**src/common/despread_pkg.sv**
```systemverilog
/* despread package
   shared widths, register address map, mode encoding and the
   two decodings of a control register word. */

package despread_pkg;

    localparam int LFSR_W     = 18;
    localparam int ADDR_W     = 12;
    localparam int DATA_W     = 32;
    localparam int SAMPLE_W   = 8;
    localparam int CORR_LEN_W = 4;  // period is 2**corr_length chips.
    localparam int DWELL_W    = 8;

    localparam logic [ADDR_W-1:0] ADDR_CONTROL = 12'h000;

    localparam logic [ADDR_W-1:0] ADDR_INIT_A          = 12'h100;
    localparam logic [ADDR_W-1:0] ADDR_POLY_TAPS_A     = 12'h104;
    localparam logic [ADDR_W-1:0] ADDR_RESTART_COUNT_A = 12'h108;
    localparam logic [ADDR_W-1:0] ADDR_I_OUT_TAPS_A    = 12'h10C;
    localparam logic [ADDR_W-1:0] ADDR_Q_OUT_TAPS_A    = 12'h110;
    localparam logic [ADDR_W-1:0] ADDR_CONTROL_A       = 12'h114;
    localparam logic [ADDR_W-1:0] ADDR_EPOCH_A         = 12'h118;

    localparam logic [ADDR_W-1:0] ADDR_INIT_B          = 12'h200;
    localparam logic [ADDR_W-1:0] ADDR_POLY_TAPS_B     = 12'h204;
    localparam logic [ADDR_W-1:0] ADDR_RESTART_COUNT_B = 12'h208;
    localparam logic [ADDR_W-1:0] ADDR_I_OUT_TAPS_B    = 12'h20C;
    localparam logic [ADDR_W-1:0] ADDR_Q_OUT_TAPS_B    = 12'h210;
    localparam logic [ADDR_W-1:0] ADDR_CONTROL_B       = 12'h214;
    localparam logic [ADDR_W-1:0] ADDR_EPOCH_B         = 12'h218;

    typedef enum logic [1:0] {
        MODE_OFF  = 2'd0,
        MODE_A    = 2'd1,
        MODE_B    = 2'd2,
        MODE_BOTH = 2'd3
    } despread_mode_e;

    // global control word.
    typedef struct packed {
        logic                 manual_slip;
        logic [14:0]          rsvd_hi;
        logic [DWELL_W-1:0]   dwell_count;
        logic [5:0]           rsvd_lo;
        despread_mode_e       despread_mode;
    } ctrl_global_t;

    // channel control word.
    typedef struct packed {
        logic [27:0]           rsvd;
        logic [CORR_LEN_W-1:0] corr_length;
    } ctrl_chan_t;

    typedef union packed {
        ctrl_global_t gbl;
        ctrl_chan_t   chan;
    } ctrl_word_u;

endpackage

```
**src/common/code_cfg_if.sv**
```systemverilog
/* code channel configuration
   carries one channel's settings and the four-phase slip
   handshake from the register set to its code generator. */
`timescale 1ns/1ps

interface code_cfg_if;

    logic [despread_pkg::LFSR_W-1:0]     init;
    logic [despread_pkg::LFSR_W-1:0]     poly_taps;
    logic [despread_pkg::LFSR_W-1:0]     restart_count;
    logic [despread_pkg::LFSR_W-1:0]     i_out_taps;
    logic [despread_pkg::LFSR_W-1:0]     q_out_taps;
    logic [despread_pkg::LFSR_W-1:0]     epoch;
    logic [despread_pkg::CORR_LEN_W-1:0] corr_length;
    logic [despread_pkg::DWELL_W-1:0]    dwell_count;
    logic                                manual_slip;
    logic                                enable;
    logic                                slip_req;
    logic                                slip_ack;

    modport regs (
        output init, poly_taps, restart_count, i_out_taps, q_out_taps, epoch,
        output corr_length, dwell_count, manual_slip, enable, slip_req,
        input  slip_ack
    );

    modport gen (
        input  init, poly_taps, restart_count, i_out_taps, q_out_taps, epoch,
        input  corr_length, dwell_count, manual_slip, enable, slip_req,
        output slip_ack
    );

endinterface

```
**src/code_gen/code_gen.sv**
```systemverilog
/* code generator
   one channel's lfsr code with restart, epoch marker, integration
   dump timing, and requested or dwell-driven code slip. */
`timescale 1ns/1ps

module code_gen (
    input  logic                                     clk,
    input  logic                                     arst_n,
    code_cfg_if.gen                                  cfg,
    input  logic                                     sample_valid,
    input  logic signed [despread_pkg::SAMPLE_W-1:0] sample_i_in,
    input  logic signed [despread_pkg::SAMPLE_W-1:0] sample_q_in,
    output logic                                     chip_valid,
    output logic                                     chip_i,
    output logic                                     chip_q,
    output logic                                     dump,
    output logic                                     epoch,
    output logic signed [despread_pkg::SAMPLE_W-1:0] sample_i,
    output logic signed [despread_pkg::SAMPLE_W-1:0] sample_q
);

    localparam int W     = despread_pkg::LFSR_W;
    localparam int INT_W = 2 ** despread_pkg::CORR_LEN_W;

    logic [W-1:0]                     state, idx;
    logic [INT_W-1:0]                 integ, integ_last;
    logic [despread_pkg::DWELL_W-1:0] dwell;
    logic                             auto_slip, manual_pend, slip, accept, last_chip;

    assign integ_last  = ~({INT_W{1'b1}} << cfg.corr_length);
    assign last_chip   = integ == integ_last;
    assign manual_pend = cfg.slip_req && !cfg.slip_ack;
    assign slip        = sample_valid && cfg.enable && (manual_pend || auto_slip);
    assign accept      = sample_valid && cfg.enable && !slip;

    always_ff @(posedge clk or negedge arst_n) begin
        if (!arst_n) begin
            state     <= '0;
            idx       <= '0;
            integ     <= '0;
            dwell     <= '0;
            auto_slip <= 1'b0;
        end else if (!cfg.enable) begin
            state     <= cfg.init;  // parked at start of code.
            idx       <= '0;
            integ     <= '0;
            dwell     <= '0;
            auto_slip <= 1'b0;
        end else if (slip) begin
            auto_slip <= 1'b0;      // sample dropped, nothing advances.
        end else if (accept) begin
            if (idx == cfg.restart_count) begin
                state <= cfg.init;
                idx   <= '0;
            end else begin
                state <= {state[W-2:0], ^(state & cfg.poly_taps)};
                idx   <= idx + 1'b1;
            end
            if (last_chip) begin
                integ <= '0;
                if (dwell == cfg.dwell_count) begin
                    dwell     <= '0;
                    auto_slip <= !cfg.manual_slip;
                end else begin
                    dwell <= dwell + 1'b1;
                end
            end else begin
                integ <= integ + 1'b1;
            end
        end
    end

    // ack once the slip is taken, release after req drops.
    always_ff @(posedge clk or negedge arst_n) begin
        if (!arst_n) begin
            cfg.slip_ack <= 1'b0;
        end else if (!cfg.slip_req) begin
            cfg.slip_ack <= 1'b0;
        end else if (slip) begin
            cfg.slip_ack <= 1'b1;
        end
    end

    always_ff @(posedge clk or negedge arst_n) begin
        if (!arst_n) begin
            chip_valid <= 1'b0;
            dump       <= 1'b0;
            epoch      <= 1'b0;
        end else begin
            chip_valid <= accept;
            dump       <= accept && last_chip;
            epoch      <= accept && idx == cfg.epoch;
        end
    end

    always_ff @(posedge clk) begin
        chip_i   <= ^(state & cfg.i_out_taps);
        chip_q   <= ^(state & cfg.q_out_taps);
        sample_i <= sample_i_in;
        sample_q <= sample_q_in;
    end

endmodule

```
**src/despreader_regs/despreader_regs.sv**
```systemverilog
/* despreader register set
   byte-lane writable configuration for both code channels, global
   mode and dwell control, read mux, and the slip request to each
   code generator. */
`timescale 1ns/1ps

module despreader_regs (
    input  logic                            clk,
    input  logic                            arst_n,
    input  logic                            cs,
    input  logic [3:0]                      wr,
    input  logic [despread_pkg::ADDR_W-1:0] addr,
    input  logic [despread_pkg::DATA_W-1:0] din,
    output logic [despread_pkg::DATA_W-1:0] dout,
    code_cfg_if.regs                        cfg_a,
    code_cfg_if.regs                        cfg_b
);

    localparam int W  = despread_pkg::LFSR_W;
    localparam int AW = despread_pkg::ADDR_W;
    localparam int DW = despread_pkg::DATA_W;

    // index 0 is channel a.
    localparam logic [1:0][AW-1:0] A_INIT =
        {despread_pkg::ADDR_INIT_B, despread_pkg::ADDR_INIT_A};
    localparam logic [1:0][AW-1:0] A_POLY =
        {despread_pkg::ADDR_POLY_TAPS_B, despread_pkg::ADDR_POLY_TAPS_A};
    localparam logic [1:0][AW-1:0] A_RESTART =
        {despread_pkg::ADDR_RESTART_COUNT_B, despread_pkg::ADDR_RESTART_COUNT_A};
    localparam logic [1:0][AW-1:0] A_IOUT =
        {despread_pkg::ADDR_I_OUT_TAPS_B, despread_pkg::ADDR_I_OUT_TAPS_A};
    localparam logic [1:0][AW-1:0] A_QOUT =
        {despread_pkg::ADDR_Q_OUT_TAPS_B, despread_pkg::ADDR_Q_OUT_TAPS_A};
    localparam logic [1:0][AW-1:0] A_CTRL =
        {despread_pkg::ADDR_CONTROL_B, despread_pkg::ADDR_CONTROL_A};
    localparam logic [1:0][AW-1:0] A_EPOCH =
        {despread_pkg::ADDR_EPOCH_B, despread_pkg::ADDR_EPOCH_A};

    logic [1:0][W-1:0]                      init_r, poly_r, restart_r;
    logic [1:0][W-1:0]                      iout_r, qout_r, epoch_r;
    logic [1:0][despread_pkg::CORR_LEN_W-1:0] corr_len_r;
    logic [1:0]                             slip_req, slip_ack;
    despread_pkg::despread_mode_e           mode_r;
    logic [despread_pkg::DWELL_W-1:0]       dwell_r;
    logic                                   manual_slip_r;
    despread_pkg::ctrl_word_u               wdata, rdata;

    // 18-bit field, bits 17:16 sit in byte lane 2.
    function automatic logic [W-1:0] lane_wr(input logic [W-1:0] cur,
                                             input logic [3:0] be,
                                             input logic [DW-1:0] d);
        lane_wr = cur;
        if (be[0]) lane_wr[7:0] = d[7:0];
        if (be[1]) lane_wr[15:8] = d[15:8];
        if (be[2]) lane_wr[W-1:16] = d[W-1:16];
    endfunction

    function automatic logic [DW-1:0] zext(input logic [W-1:0] f);
        zext = {{(DW - W){1'b0}}, f};
    endfunction

    assign wdata = din;

    always_ff @(posedge clk or negedge arst_n) begin
        if (!arst_n) begin
            init_r        <= '0;
            poly_r        <= '0;
            restart_r     <= '0;
            iout_r        <= '0;
            qout_r        <= '0;
            epoch_r       <= '0;
            corr_len_r    <= '0;
            mode_r        <= despread_pkg::MODE_OFF;
            dwell_r       <= '0;
            manual_slip_r <= 1'b0;
        end else if (cs) begin
            for (int ch = 0; ch < 2; ch++) begin
                if (addr == A_INIT[ch]) init_r[ch] <= lane_wr(init_r[ch], wr, din);
                if (addr == A_POLY[ch]) poly_r[ch] <= lane_wr(poly_r[ch], wr, din);
                if (addr == A_RESTART[ch]) restart_r[ch] <= lane_wr(restart_r[ch], wr, din);
                if (addr == A_IOUT[ch]) iout_r[ch] <= lane_wr(iout_r[ch], wr, din);
                if (addr == A_QOUT[ch]) qout_r[ch] <= lane_wr(qout_r[ch], wr, din);
                if (addr == A_EPOCH[ch]) epoch_r[ch] <= lane_wr(epoch_r[ch], wr, din);
                if (addr == A_CTRL[ch] && wr[0]) corr_len_r[ch] <= wdata.chan.corr_length;
            end
            if (addr == despread_pkg::ADDR_CONTROL) begin
                if (wr[0]) mode_r <= wdata.gbl.despread_mode;
                if (wr[1]) dwell_r <= wdata.gbl.dwell_count;
                if (wr[3]) manual_slip_r <= wdata.gbl.manual_slip;
            end
        end
    end

    // four-phase slip request, a write while busy is dropped.
    always_ff @(posedge clk or negedge arst_n) begin
        if (!arst_n) begin
            slip_req <= '0;
        end else begin
            for (int ch = 0; ch < 2; ch++) begin
                if (slip_ack[ch]) begin
                    slip_req[ch] <= 1'b0;
                end else if (cs && wr[3] && addr == A_CTRL[ch]) begin
                    slip_req[ch] <= 1'b1;
                end
            end
        end
    end

    always_comb begin
        rdata = '0;
        if (cs) begin
            if (addr == despread_pkg::ADDR_CONTROL) begin
                rdata.gbl.manual_slip   = manual_slip_r;
                rdata.gbl.dwell_count   = dwell_r;
                rdata.gbl.despread_mode = mode_r;
            end
            for (int ch = 0; ch < 2; ch++) begin
                if (addr == A_INIT[ch]) rdata = zext(init_r[ch]);
                if (addr == A_POLY[ch]) rdata = zext(poly_r[ch]);
                if (addr == A_RESTART[ch]) rdata = zext(restart_r[ch]);
                if (addr == A_IOUT[ch]) rdata = zext(iout_r[ch]);
                if (addr == A_QOUT[ch]) rdata = zext(qout_r[ch]);
                if (addr == A_EPOCH[ch]) rdata = zext(epoch_r[ch]);
                if (addr == A_CTRL[ch]) rdata.chan.corr_length = corr_len_r[ch];
            end
        end
    end

    assign dout     = rdata;
    assign slip_ack = {cfg_b.slip_ack, cfg_a.slip_ack};

    assign cfg_a.init          = init_r[0];
    assign cfg_a.poly_taps     = poly_r[0];
    assign cfg_a.restart_count = restart_r[0];
    assign cfg_a.i_out_taps    = iout_r[0];
    assign cfg_a.q_out_taps    = qout_r[0];
    assign cfg_a.epoch         = epoch_r[0];
    assign cfg_a.corr_length   = corr_len_r[0];
    assign cfg_a.dwell_count   = dwell_r;
    assign cfg_a.manual_slip   = manual_slip_r;
    assign cfg_a.slip_req      = slip_req[0];
    assign cfg_a.enable        = mode_r == despread_pkg::MODE_A ||
                                 mode_r == despread_pkg::MODE_BOTH;

    assign cfg_b.init          = init_r[1];
    assign cfg_b.poly_taps     = poly_r[1];
    assign cfg_b.restart_count = restart_r[1];
    assign cfg_b.i_out_taps    = iout_r[1];
    assign cfg_b.q_out_taps    = qout_r[1];
    assign cfg_b.epoch         = epoch_r[1];
    assign cfg_b.corr_length   = corr_len_r[1];
    assign cfg_b.dwell_count   = dwell_r;
    assign cfg_b.manual_slip   = manual_slip_r;
    assign cfg_b.slip_req      = slip_req[1];
    assign cfg_b.enable        = mode_r == despread_pkg::MODE_B ||
                                 mode_r == despread_pkg::MODE_BOTH;

endmodule

```
**src/hdl/correlator.sv**
```systemverilog
/* correlator
   strips the code from one channel's I/Q samples by sign flip and
   dumps the integrated sums at the end of each period. */
`timescale 1ns/1ps

module correlator #(
    parameter int ACC_W = 24
) (
    input  logic                                     clk,
    input  logic                                     arst_n,
    input  logic                                     enable,
    input  logic                                     chip_valid,
    input  logic                                     chip_i,
    input  logic                                     chip_q,
    input  logic                                     dump,
    input  logic signed [despread_pkg::SAMPLE_W-1:0] sample_i,
    input  logic signed [despread_pkg::SAMPLE_W-1:0] sample_q,
    output logic                                     corr_valid,
    output logic signed [ACC_W-1:0]                  corr_i,
    output logic signed [ACC_W-1:0]                  corr_q
);

    logic signed [ACC_W-1:0] acc_i, acc_q, sum_i, sum_q;

    // chip of one means times minus one.
    assign sum_i = acc_i + (chip_i ? -ACC_W'(sample_i) : ACC_W'(sample_i));
    assign sum_q = acc_q + (chip_q ? -ACC_W'(sample_q) : ACC_W'(sample_q));

    always_ff @(posedge clk or negedge arst_n) begin
        if (!arst_n) begin
            acc_i      <= '0;
            acc_q      <= '0;
            corr_valid <= 1'b0;
        end else if (!enable) begin
            acc_i      <= '0;
            acc_q      <= '0;
            corr_valid <= 1'b0;
        end else begin
            corr_valid <= chip_valid && dump;
            if (chip_valid) begin
                acc_i <= dump ? '0 : sum_i;  // restart after dump.
                acc_q <= dump ? '0 : sum_q;
            end
        end
    end

    always_ff @(posedge clk) begin
        if (chip_valid && dump) begin
            corr_i <= sum_i;
            corr_q <= sum_q;
        end
    end

endmodule

```
**src/hdl/despreader_top.sv**
```systemverilog
/* two-channel despreader
   register set, one code generator and one correlator per channel,
   sharing the incoming I/Q sample stream. */
`timescale 1ns/1ps

module despreader_top #(
    parameter int ACC_W = 24
) (
    input  logic                                     clk,
    input  logic                                     arst_n,
    input  logic                                     cs,
    input  logic [3:0]                               wr,
    input  logic [despread_pkg::ADDR_W-1:0]          addr,
    input  logic [despread_pkg::DATA_W-1:0]          din,
    output logic [despread_pkg::DATA_W-1:0]          dout,
    input  logic                                     sample_valid,
    input  logic signed [despread_pkg::SAMPLE_W-1:0] sample_i,
    input  logic signed [despread_pkg::SAMPLE_W-1:0] sample_q,
    output logic                                     corr_valid_a,
    output logic signed [ACC_W-1:0]                  corr_i_a,
    output logic signed [ACC_W-1:0]                  corr_q_a,
    output logic                                     epoch_a,
    output logic                                     corr_valid_b,
    output logic signed [ACC_W-1:0]                  corr_i_b,
    output logic signed [ACC_W-1:0]                  corr_q_b,
    output logic                                     epoch_b
);

    logic                                     chip_valid_a, chip_i_a, chip_q_a, dump_a;
    logic                                     chip_valid_b, chip_i_b, chip_q_b, dump_b;
    logic signed [despread_pkg::SAMPLE_W-1:0] smp_i_a, smp_q_a, smp_i_b, smp_q_b;

    code_cfg_if cfg_a ();
    code_cfg_if cfg_b ();

    despreader_regs i_despreader_regs (
        .clk    (clk),
        .arst_n (arst_n),
        .cs     (cs),
        .wr     (wr),
        .addr   (addr),
        .din    (din),
        .dout   (dout),
        .cfg_a  (cfg_a.regs),
        .cfg_b  (cfg_b.regs)
    );

    code_gen i_code_gen_a (
        .clk          (clk),
        .arst_n       (arst_n),
        .cfg          (cfg_a.gen),
        .sample_valid (sample_valid),
        .sample_i_in  (sample_i),
        .sample_q_in  (sample_q),
        .chip_valid   (chip_valid_a),
        .chip_i       (chip_i_a),
        .chip_q       (chip_q_a),
        .dump         (dump_a),
        .epoch        (epoch_a),
        .sample_i     (smp_i_a),
        .sample_q     (smp_q_a)
    );

    code_gen i_code_gen_b (
        .clk          (clk),
        .arst_n       (arst_n),
        .cfg          (cfg_b.gen),
        .sample_valid (sample_valid),
        .sample_i_in  (sample_i),
        .sample_q_in  (sample_q),
        .chip_valid   (chip_valid_b),
        .chip_i       (chip_i_b),
        .chip_q       (chip_q_b),
        .dump         (dump_b),
        .epoch        (epoch_b),
        .sample_i     (smp_i_b),
        .sample_q     (smp_q_b)
    );

    correlator #(.ACC_W(ACC_W)) i_correlator_a (
        .clk        (clk),
        .arst_n     (arst_n),
        .enable     (cfg_a.enable),
        .chip_valid (chip_valid_a),
        .chip_i     (chip_i_a),
        .chip_q     (chip_q_a),
        .dump       (dump_a),
        .sample_i   (smp_i_a),
        .sample_q   (smp_q_a),
        .corr_valid (corr_valid_a),
        .corr_i     (corr_i_a),
        .corr_q     (corr_q_a)
    );

    correlator #(.ACC_W(ACC_W)) i_correlator_b (
        .clk        (clk),
        .arst_n     (arst_n),
        .enable     (cfg_b.enable),
        .chip_valid (chip_valid_b),
        .chip_i     (chip_i_b),
        .chip_q     (chip_q_b),
        .dump       (dump_b),
        .sample_i   (smp_i_b),
        .sample_q   (smp_q_b),
        .corr_valid (corr_valid_b),
        .corr_i     (corr_i_b),
        .corr_q     (corr_q_b)
    );

endmodule
```
**config.mk**
```make
export PLATFORM = sky130hd
export DESIGN_NAME = despreader_top
export DESIGN_NICKNAME = d
export VERILOG_FILES = /design/src/common/despread_pkg.sv /design/src/common/code_cfg_if.sv /design/src/code_gen/code_gen.sv /design/src/despreader_regs/despreader_regs.sv /design/src/hdl/correlator.sv /design/src/hdl/despreader_top.sv
export SDC_FILE = /design/constraint.sdc
export NUM_CORES = 1
export LEC_CHECK = 0
export BUFFER_PORTS_ARGS = -buffer_cell sky130_fd_sc_hd__buf_2
export CAP_MARGIN = 20
export CORE_ASPECT_RATIO = 0.9
export CORE_MARGIN = 1
export CORE_UTILIZATION = 45
export DETAILED_ROUTE_END_ITERATION = 16
export GPL_ROUTABILITY_DRIVEN = 0
export PLACE_DENSITY = 0.67
export REMOVE_ABC_BUFFERS = 1
export SYNTH_ARGS = -nofsm -noshare
export SYNTH_HDL_FRONTEND = slang
export SYNTH_SLANG_ARGS = --single-unit
```
**constraint.sdc**
```tcl
create_clock -name clk -period 12.9 [get_ports clk]
set_input_delay 1.935 -clock clk [delete_from_list [all_inputs] [get_ports clk]]
set_output_delay 1.935 -clock clk [all_outputs]
set_load 0.03 [all_outputs]
```
==> results.ini, run 1 <==
[drt]
num_vias=24200
drc=0
detail-route-antenna-nets=0
drt_iter0_drc=1959
routedWlPerCell_um=20.7
wirelength_um=86900
viasPerCell=5.77
first_pass_iters=6

[synth]
synth_warnings=0
synth_cell_types=83
syn_area_mm2=0.0318
yosysSeqAreaShare_pct=46.9
ys_ff_latch=581
netlist_instances=3072
syn_area_per_cell_um2=10.4
synthTopCellsByArea=dfrtp_1, edfxtp_1, mux2_2, xnor2_1, nand2_1
netlist.area_leader.share_pct=36.6
async_flop_share_pct=80.0
synth-main-ff-cell=dfrtp_1
synth_edf_count=96
synth.largest_area_cell=dfrtp_1

[timing]
hold_ws_ps=465
finalMaxSlewViolations=0
setup-tns-final_ps=0
fmax_mhz=137
setup_slack_ps=5590
rsz0062_at_grt=no
hold_violations=0
min_period_ps=7310
slew-limit-headroom_pct=18.6
tightest_slew_ps=1210
fin_crit_sh_pct=56.7
skew_ps=43.4
report.final.setup_viol=0

[layout]
fin_util_pct=51.2
fin_cells=4200
fill_cells=6357
area_delta_synth_final_pct=12.6
fin_area_mm2=0.0358
regArea_mm2=0.0149
final_cell_mix=dfrtp_1, nand2_1, mux2_2, o21ai_0, xnor2_1
fin_nets=3384
antenna_cells=0
final_common_cell=dfrtp_1
multi_input_area_mm2=0.0161
drive_above_1_share_pct=17.8

[floorplanning]
initial_core_util_pct=45.4
io_pins=200
die_x_um=282
dieArea_mm2=0.0717
die-height_um=254
core_area_mm2=0.0700
rows=92

[pwr]
intPower_mw=3.06
ir_drop_mv=0.102
p_switching_mw=0.892
clockPowerShare_pct=48.5
power_frac_seq_pct=47.5
p_sw_share_pct=22.6
p_comb_share_pct=4.0
power.density_mw_per_mm2=110
total_power_mw=3.95
p_leak_nw=16.4

[clocking]
cts_buffers=61
clock_latency_ps=660
cts_buffer_depth=3
clock-sinks=581
cts_resized=0
cts_tree=done
h-tree-depth=2
cts_hold_buf=0
cts_setup_buffers=0
root_buffer=clkbuf_16
cts.clk_slew.worst_paths_ps=60

[placement]
dpl.hpwl_um=63800
dp.cells=4084
pre_cts_slack_ps=5650
port_buffers=173
placed_area_mm2=0.0336

[hold_path]
min_path_cells=1
worstHoldEndpoint=i_despreader_regs.slip_req[0]$_DFFE_PN0P_
worstHoldStart=i_code_gen_a.cfg.slip_ack$_DFFE_PN0P_
hold_path_class=register to register

[setup_path]
ff2ff_path_depth=18
cp-end-kind=output port
startpoint_type=input port
criticalPathCategory=input port to output port
arrival_ps=5370
rr_startpoint=i_code_gen_b.sample_i[0]$_DFF_P_
cp_max_fo=11
r2r_setup_slack_ps=8070
cp.required_ps=10970
rr_endpoint=i_correlator_a.acc_i[23]$_DFFE_PN0P_

[status]
outcome=finished clean

[grt]
grt_first_pass_wirelength_um=134000
grt_pass1_vias=23100
antenna_found_initial=3
grt_max_degree=100
overflow=0
grt_usage_pct=24.2

[run]
maxCapViolCount=0

[registers in the layout, summed over array words and instances, names as in the netlist, 24 cells and up]
name,flops
i_correlator_a.acc_i,24
i_correlator_a.acc_q,24
i_correlator_a.corr_i,24
i_correlator_a.corr_q,24
i_correlator_b.acc_i,24
i_correlator_b.acc_q,24
i_correlator_b.corr_i,24
i_correlator_b.corr_q,24
[worst max-delay path: stages]
cell and delay, ps:
buf_2 100, or4b_1 750, or2_1 430, nor2_1 770, a222oi_1 220, a21oi_1 240
a21oi_1 60, nand2_1 80, o21ai_0 180, a31oi_1 330, buf_2 260
[layer usage]
layer  share of wire (%)  up-vias  global-route usage [%]
met5               0.013        -                       0
met4                 4.1        2                    9.68
met3                 5.9      184                    2.79
met2                  46      799                    39.1
met1                  44    11900                    33.2
li1                    -    11400                       -
[area by class of cell]
class,instances,share of cell area [%]
Multi-Input combinational cell,2294,45.1
Sequential cell,581,41.7
Clock inverter,33,1.31
Clock buffer,82,4.85
Tap cell,940,3.28
Inverter,65,0.681
Timing Repair Buffer,205,3.15
[cell usage after synthesis (5+ instances only)]
cell type  number
nor4_1         20
nand2b_1       29
o221ai_1        5
nand2_1       376
a221oi_1       13
a2111oi_0       5
a31oi_1        15
o2111ai_1       6
nor2_1        167
and3_1         28
a21oi_1       131
buf_1           9
xor2_1        111
clkbuf_1      104
nand3b_1        5
o31ai_1        14
ha_1          104
o311a_1         8
a21o_1         31
o32ai_1        10
mux2_2        237
o21ai_0       217
a22oi_1        23
xnor2_1       215
nor2b_1        20
a22o_1         90
o22ai_1        34
dfrtp_1       465
o21bai_1        5
o21a_1         19
buf_2          18
or3_1          23
dfxtp_1        20
o41ai_1         5
nor3_1         45
nand3_1        61
a222oi_1       14
nand4_1        34
mux2i_1        42
a211oi_1       13
and2_1         21
edfxtp_1       96
inv_1          65
a21boi_0        7
buf_4          13
[worst max path at each step]
stage	from	to	slack [ps]	depth (start not counted)
floorplan	addr[11]	dout[1]	5260	6
finish	addr[11]	dout[17]	5590	11
global route	addr[2]	dout[1]	5470	13
global placement	addr[11]	dout[17]	5710	11
detailed placement	addr[11]	dout[17]	5650	11
CTS	addr[11]	dout[17]	5620	11
[power groups by stage]
stage          Clock (mW)  Combinational (mW)  Sequential [mW]
3_3_place_gp            0               0.157             1.91
2_1_floorplan           0              0.0769             1.91
5_1_grt              2.02               0.176             1.87
3_5_place_dp            0               0.159             1.91
4_1_cts              1.95               0.160             1.87
6_report             1.92               0.158             1.87
[kinds of logic (layout without fill, tap and decap cells)]
kind of cell               count (synthesis)  after routing  synth area share [%]
buffers and inverters                    209            385                  2.69
muxes                                    279            279                  9.71
adders and majority gates                108            108                  4.34
AOI/OAI and AO/OA                        712            712                  15.0
other                                      1             13                0.0118
and+or+nand+nor                          856            856                  12.4
DFF                                      581            581                  46.9
xor gates and xnor gates                 326            326                  8.98
Power figures use the tool's default switching activity.
==> run 2, diff against run 1 <==
- ABC_AREA: default -> 1
- clock period: 12.9 -> 6.88 ns (I/O delays scaled with it)
==> run 2 against run 1 <==
  * Synthesized cell count increased by 34%
  * Sequential share of layout area decreased by 1.3 points
  * Setup slack got worse by 3800 ps
  * Hold slack got worse by 98 ps
  * Global-route usage increased by 0.80 points
  * Non-clock buffer count decreased by 14
  * Cell area increased by 3.2%
  * Total power increased to 3.1 times the previous value
  * Register-to-register slack got worse by 5100 ps
  * Critical endpoint is now dout[16]
  * Largest power group is now registers
==> results.ini, run 2 <==
[drt]
routedWlPerCell_um=17.8
num_vias=28400
detail-route-antenna-nets=0
drc=0
first_pass_iters=6
drt_iter0_drc=2545
viasPerCell=5.43
wirelength_um=93300

[pwr]
p_comb_share_pct=30.8
power_frac_seq_pct=37.4
power.density_mw_per_mm2=327
ir_drop_mv=0.218
p_sw_share_pct=35.4
intPower_mw=7.82
clockPowerShare_pct=31.8
p_leak_nw=17.2
p_switching_mw=4.28

[synth]
synth-main-ff-cell=dfrtp_1
async_flop_share_pct=80.0
synth_cell_types=62
synth_edf_count=96
synthTopCellsByArea=dfrtp_1, nand2_1, edfxtp_1, o21ai_0, a21oi_1
netlist.area_leader.share_pct=35.3
netlist_instances=4118
yosysSeqAreaShare_pct=45.2
syn_area_per_cell_um2=8.01
yosysMostFrequentCell=nand2_1
syn_area_mm2=0.0330
ys_ff_latch=581
synth_warnings=0
synth.largest_area_cell=dfrtp_1
ys_top_cells_by_count=nand2_1, dfrtp_1, o21ai_0, inv_1, a21oi_1

[floorplanning]
rows=93
die-height_um=259
initial_core_util_pct=45.8
core_area_mm2=0.0720
die_x_um=287
dieArea_mm2=0.0744
io_pins=200

[setup_path]
startpoint_type=input port
cp-end-kind=output port
rr_startpoint=i_code_gen_b.sample_q[0]$_DFF_P_
rr_endpoint=i_correlator_b.corr_q[18]$_DFFE_PP_
arrival_ps=4010
cp.required_ps=5850
cp_max_fo=19
ff2ff_path_depth=18
criticalPathCategory=input port to output port
r2r_setup_slack_ps=2980

[grt]
grt_max_degree=143
grt.met1_usage_pct=35.5
grt_util_met3_pct=3.50
grt_first_pass_wirelength_um=148000
globalRouteMet2Util_pct=39.2
busiest_layer=met2
overflow=0
grt_pass1_vias=26500
antenna_found_initial=2
grt_usage_pct=25.0

[layout]
final_cell_mix=nand2_1, dfrtp_1, o21ai_0, inv_1, a21oi_1
final_common_cell=nand2_1
fin_nets=4410
drive_above_1_share_pct=8.86
area_delta_synth_final_pct=12.0
fin_cells=5238
fill_cells=6881

[clocking]
cts.clk_slew.worst_paths_ps=60
cts_resized=0
root_buffer=clkbuf_16
cts_buffers=61
cts_hold_buf=0
cts_tree=done
cts_buffer_depth=3
clock_latency_ps=660
cts_setup_buffers=0
h-tree-depth=2
clock-sinks=581

[placement]
dpl.hpwl_um=67500
pre_cts_slack_ps=1950
dp.cells=5119
port_buffers=173

[timing]
slew-limit-headroom_pct=27.6
setup_slack_ps=1840
report.final.setup_viol=0
fin_crit_sh_pct=73.3
rsz0062_at_grt=no
finalMaxSlewViolations=0
tightest_slew_ps=1090
skew_ps=38.9
setup-tns-final_ps=0
hold_violations=0
fmax_mhz=198
min_period_ps=5040

[hold_path]
hold_path_class=input port to async pin

[status]
outcome=finished clean

[run]
maxCapViolCount=0

-- run 2: cells by family (layout without fill, tap and decap cells) --
kind of cell | after synthesis | count (layout) | synth area share, %
compound gates | 891 | 891 | 14.8
xor+xnor | 280 | 280 | 7.43
fa+ha+maj | 108 | 108 | 4.19
buf+inv | 519 | 676 | 6.32
flops | 581 | 581 | 45.2
mux | 2 | 2 | 0.0644
other cells | 1 | 14 | 0.0114
simple gates | 1736 | 1736 | 22.0
-- run 2: power by group through the flow --
stage / clock [mW] / combinational (mW) / sequential (mW)
floorplan: 0 / 2.71 / 4.51
global placement: 0 / 3.61 / 4.57
detailed placement: 0 / 3.68 / 4.58
CTS: 3.90 / 3.70 / 4.52
global route: 4.05 / 4.19 / 4.58
finish: 3.84 / 3.73 / 4.53
-- run 2: through the flow --
stage,utilization (%),power [mW],hold WS [ps],instance area (µm²)
after floorplan,-,7.22,432,32300
after global placement,48.0,8.18,459,34600
after detailed placement,48.0,8.25,463,34600
after CTS,51.3,12.1,363,36900
after global routing,51.3,12.8,396,37000
final,51.3,12.1,367,37000
-- run 2: layer usage --
layer  vias to the layer above  part of all wire [%]
li1                      13800                     -
met1                     13400                    45
met2                       998                    45
met3                       161                   7.2
met4                         2                   2.9
met5                         -                 0.014
-- run 2: worst max path at each step --
stage                        from  endpoint  slack (ps)  cells past startpoint
final                     addr[7]  dout[16]        1840                     14
after global routing      addr[7]  dout[16]        1690                     14
after CTS                 addr[7]  dout[16]        1930                     14
after detailed placement  addr[7]  dout[16]        1950                     14
after global placement    addr[7]  dout[16]        1960                     14
after floorplan           addr[7]   dout[1]        2540                     15
-- run 2: area by class of cell --
cell class                 instances  area, µm²  area share [%]
multi-input combinational       3030      16100            43.5
sequential                       581      14900            40.4
tap                              950       1190            3.22
antenna                            1       2.50         0.00677
inverter                         369       1390            3.75
clock inverter                    42        696            1.88
clock buffer                      74       1660            4.48
timing repair buffer             191       1050            2.84
-- run 2: worst max-delay path, cell delays in order --
cell	delay [ps]
buf_2	100
nor2_1	120
nand2_1	160
nor2_1	140
buf_4	260
inv_1	190
nor2_4	440
inv_2	270
nand2_2	340
a21oi_1	120
a21oi_1	180
nor2_1	50
nor2_1	300
buf_2	270
==> run 3, diff against run 2 <==
- PLACE_DENSITY: 0.67 -> 0.69
- clock period: 6.88 -> 4.45 ns (I/O delays scaled with it)
==> run 3 against run 2 <==
  * Via count rose by 0.22%
  * Critical path depth rose by 2
  * Clock power rose by 48%
  * Sequential cell count did not move
  * Utilization rose by 0.17 points
  * Cell area rose by 0.34%
  * Cell count rose by 0.48%
  * Setup slack got worse by 1400 ps
  * Sequential share of layout area fell by 0.13 points
  * Highest routed layer unchanged
==> results.ini, run 3 (synthesized netlist as in run 2, its figures left out) <==
[timing]
min_period_ps=3980
skew_ps=66.2
hold_ws_ps=66.4
report.final.setup_viol=0
hold_violations=0
rsz0062_at_grt=no
tightest_slew_ps=1070
setup-tns-final_ps=0
fmax_mhz=251
slew-limit-headroom_pct=28.7
setup_slack_ps=472
fin_crit_sh_pct=89.4
finalMaxSlewViolations=0

[drt]
first_pass_iters=6
wirelength_um=93000
viasPerCell=5.41
detail-route-antenna-nets=0
routedWlPerCell_um=17.7
drc=0
num_vias=28500
drt_iter0_drc=2476

[placement]
dpl.hpwl_um=68100
dp.cells=5145
port_buffers=173
pre_cts_slack_ps=559
placed_area_mm2=0.0348

[layout]
fin_nets=4436
fin_cells=5263
regArea_mm2=0.0149
final_common_cell=nand2_1
final_cell_mix=nand2_1, dfrtp_1, o21ai_0, inv_1, a21oi_1
drive_above_1_share_pct=9.37
area_delta_synth_final_pct=12.3
fin_util_pct=51.5
fin_area_mm2=0.0371
fill_cells=6850
multi_input_area_mm2=0.0161
antenna_cells=0

[clocking]
cts_buffer_depth=3
cts_buffers=61
cts_setup_buffers=0
cts_resized=0
cts.clk_slew.worst_paths_ps=60
clock-sinks=581
root_buffer=clkbuf_16
clock_latency_ps=680
cts_tree=done
h-tree-depth=2
cts_hold_buf=0

[floorplanning]
rows=93
io_pins=200
initial_core_util_pct=45.8
die_x_um=287
die-height_um=259
dieArea_mm2=0.0744
core_area_mm2=0.0720

[pwr]
total_power_mw=18.5
power.density_mw_per_mm2=499
p_leak_nw=17.3
ir_drop_mv=0.365

[grt]
grt_first_pass_wirelength_um=148000
antenna_found_initial=2
grt_usage_pct=24.9
grt_pass1_vias=26500
overflow=0
grt_max_degree=99

[status]
outcome=finished clean

[setup_path]
rr_endpoint=i_correlator_b.corr_q[18]$_DFFE_PP_
cp-end-kind=output port
startpoint_type=input port
cp_max_fo=12
ff2ff_path_depth=18
rr_startpoint=i_code_gen_b.sample_q[0]$_DFF_P_
criticalPathCategory=input port to output port
arrival_ps=3310
cp.required_ps=3780
r2r_setup_slack_ps=580

[hold_path]
hold_path_class=input port to async pin

[run]
maxCapViolCount=0

## run 3: how the worst max path moves through the flow
stage	cells after the start	from	slack, ps	endpoint
2_1_floorplan	15	addr[7]	840	dout[1]
3_3_place_gp	16	addr[1]	570	dout[17]
3_5_place_dp	16	addr[1]	560	dout[17]
4_1_cts	16	addr[1]	530	dout[16]
5_1_grt	15	addr[1]	290	dout[4]
6_report	16	addr[1]	470	dout[17]
## run 3: report_power, final
| part | switching, mW | internal (mW) | leakage, nW | total [mW] |
|---|---|---|---|---|
| sequential | 0.595 | 6.40 | 7.09 | 7.00 |
| combinational | 3.70 | 2.13 | 9.08 | 5.83 |
| clock | 2.31 | 3.36 | 1.09 | 5.67 |
| total | 6.60 | 11.9 | 17.3 | 18.5 |
## run 3: critical path: stages
cell and delay (ps):
buf_2 100, nor2_1 190, nand2_1 170, nor2_2 280
nand2_1 300, clkinv_1 250, buf_4 240, nor3_1 70
nor2_1 90, nand2_1 60, nand2_1 70, nand3_1 90
nand3_1 110, nand2_1 50, a21oi_1 290, buf_2 270
## run 3: metal layers
| metal | vias up | global-route usage [%] | part of all wire [%] |
|---|---|---|---|
| met1 | 13400 | 35.2 | 45 |
| li1 | 13900 | - | - |
| met4 | 4 | 8.95 | 3.5 |
| met5 | - | 0 | 0.024 |
| met2 | 1072 | 38.5 | 45 |
| met3 | 192 | 4.08 | 7.4 |
## run 3: cell type report
type,instances,share of cell area (%)
Tap cell,950,3.21
Clock buffer,76,4.48
Sequential cell,581,40.2
Multi-Input combinational cell,3030,43.3
Clock inverter,40,1.57
Timing Repair Buffer,217,3.46
Inverter,369,3.74
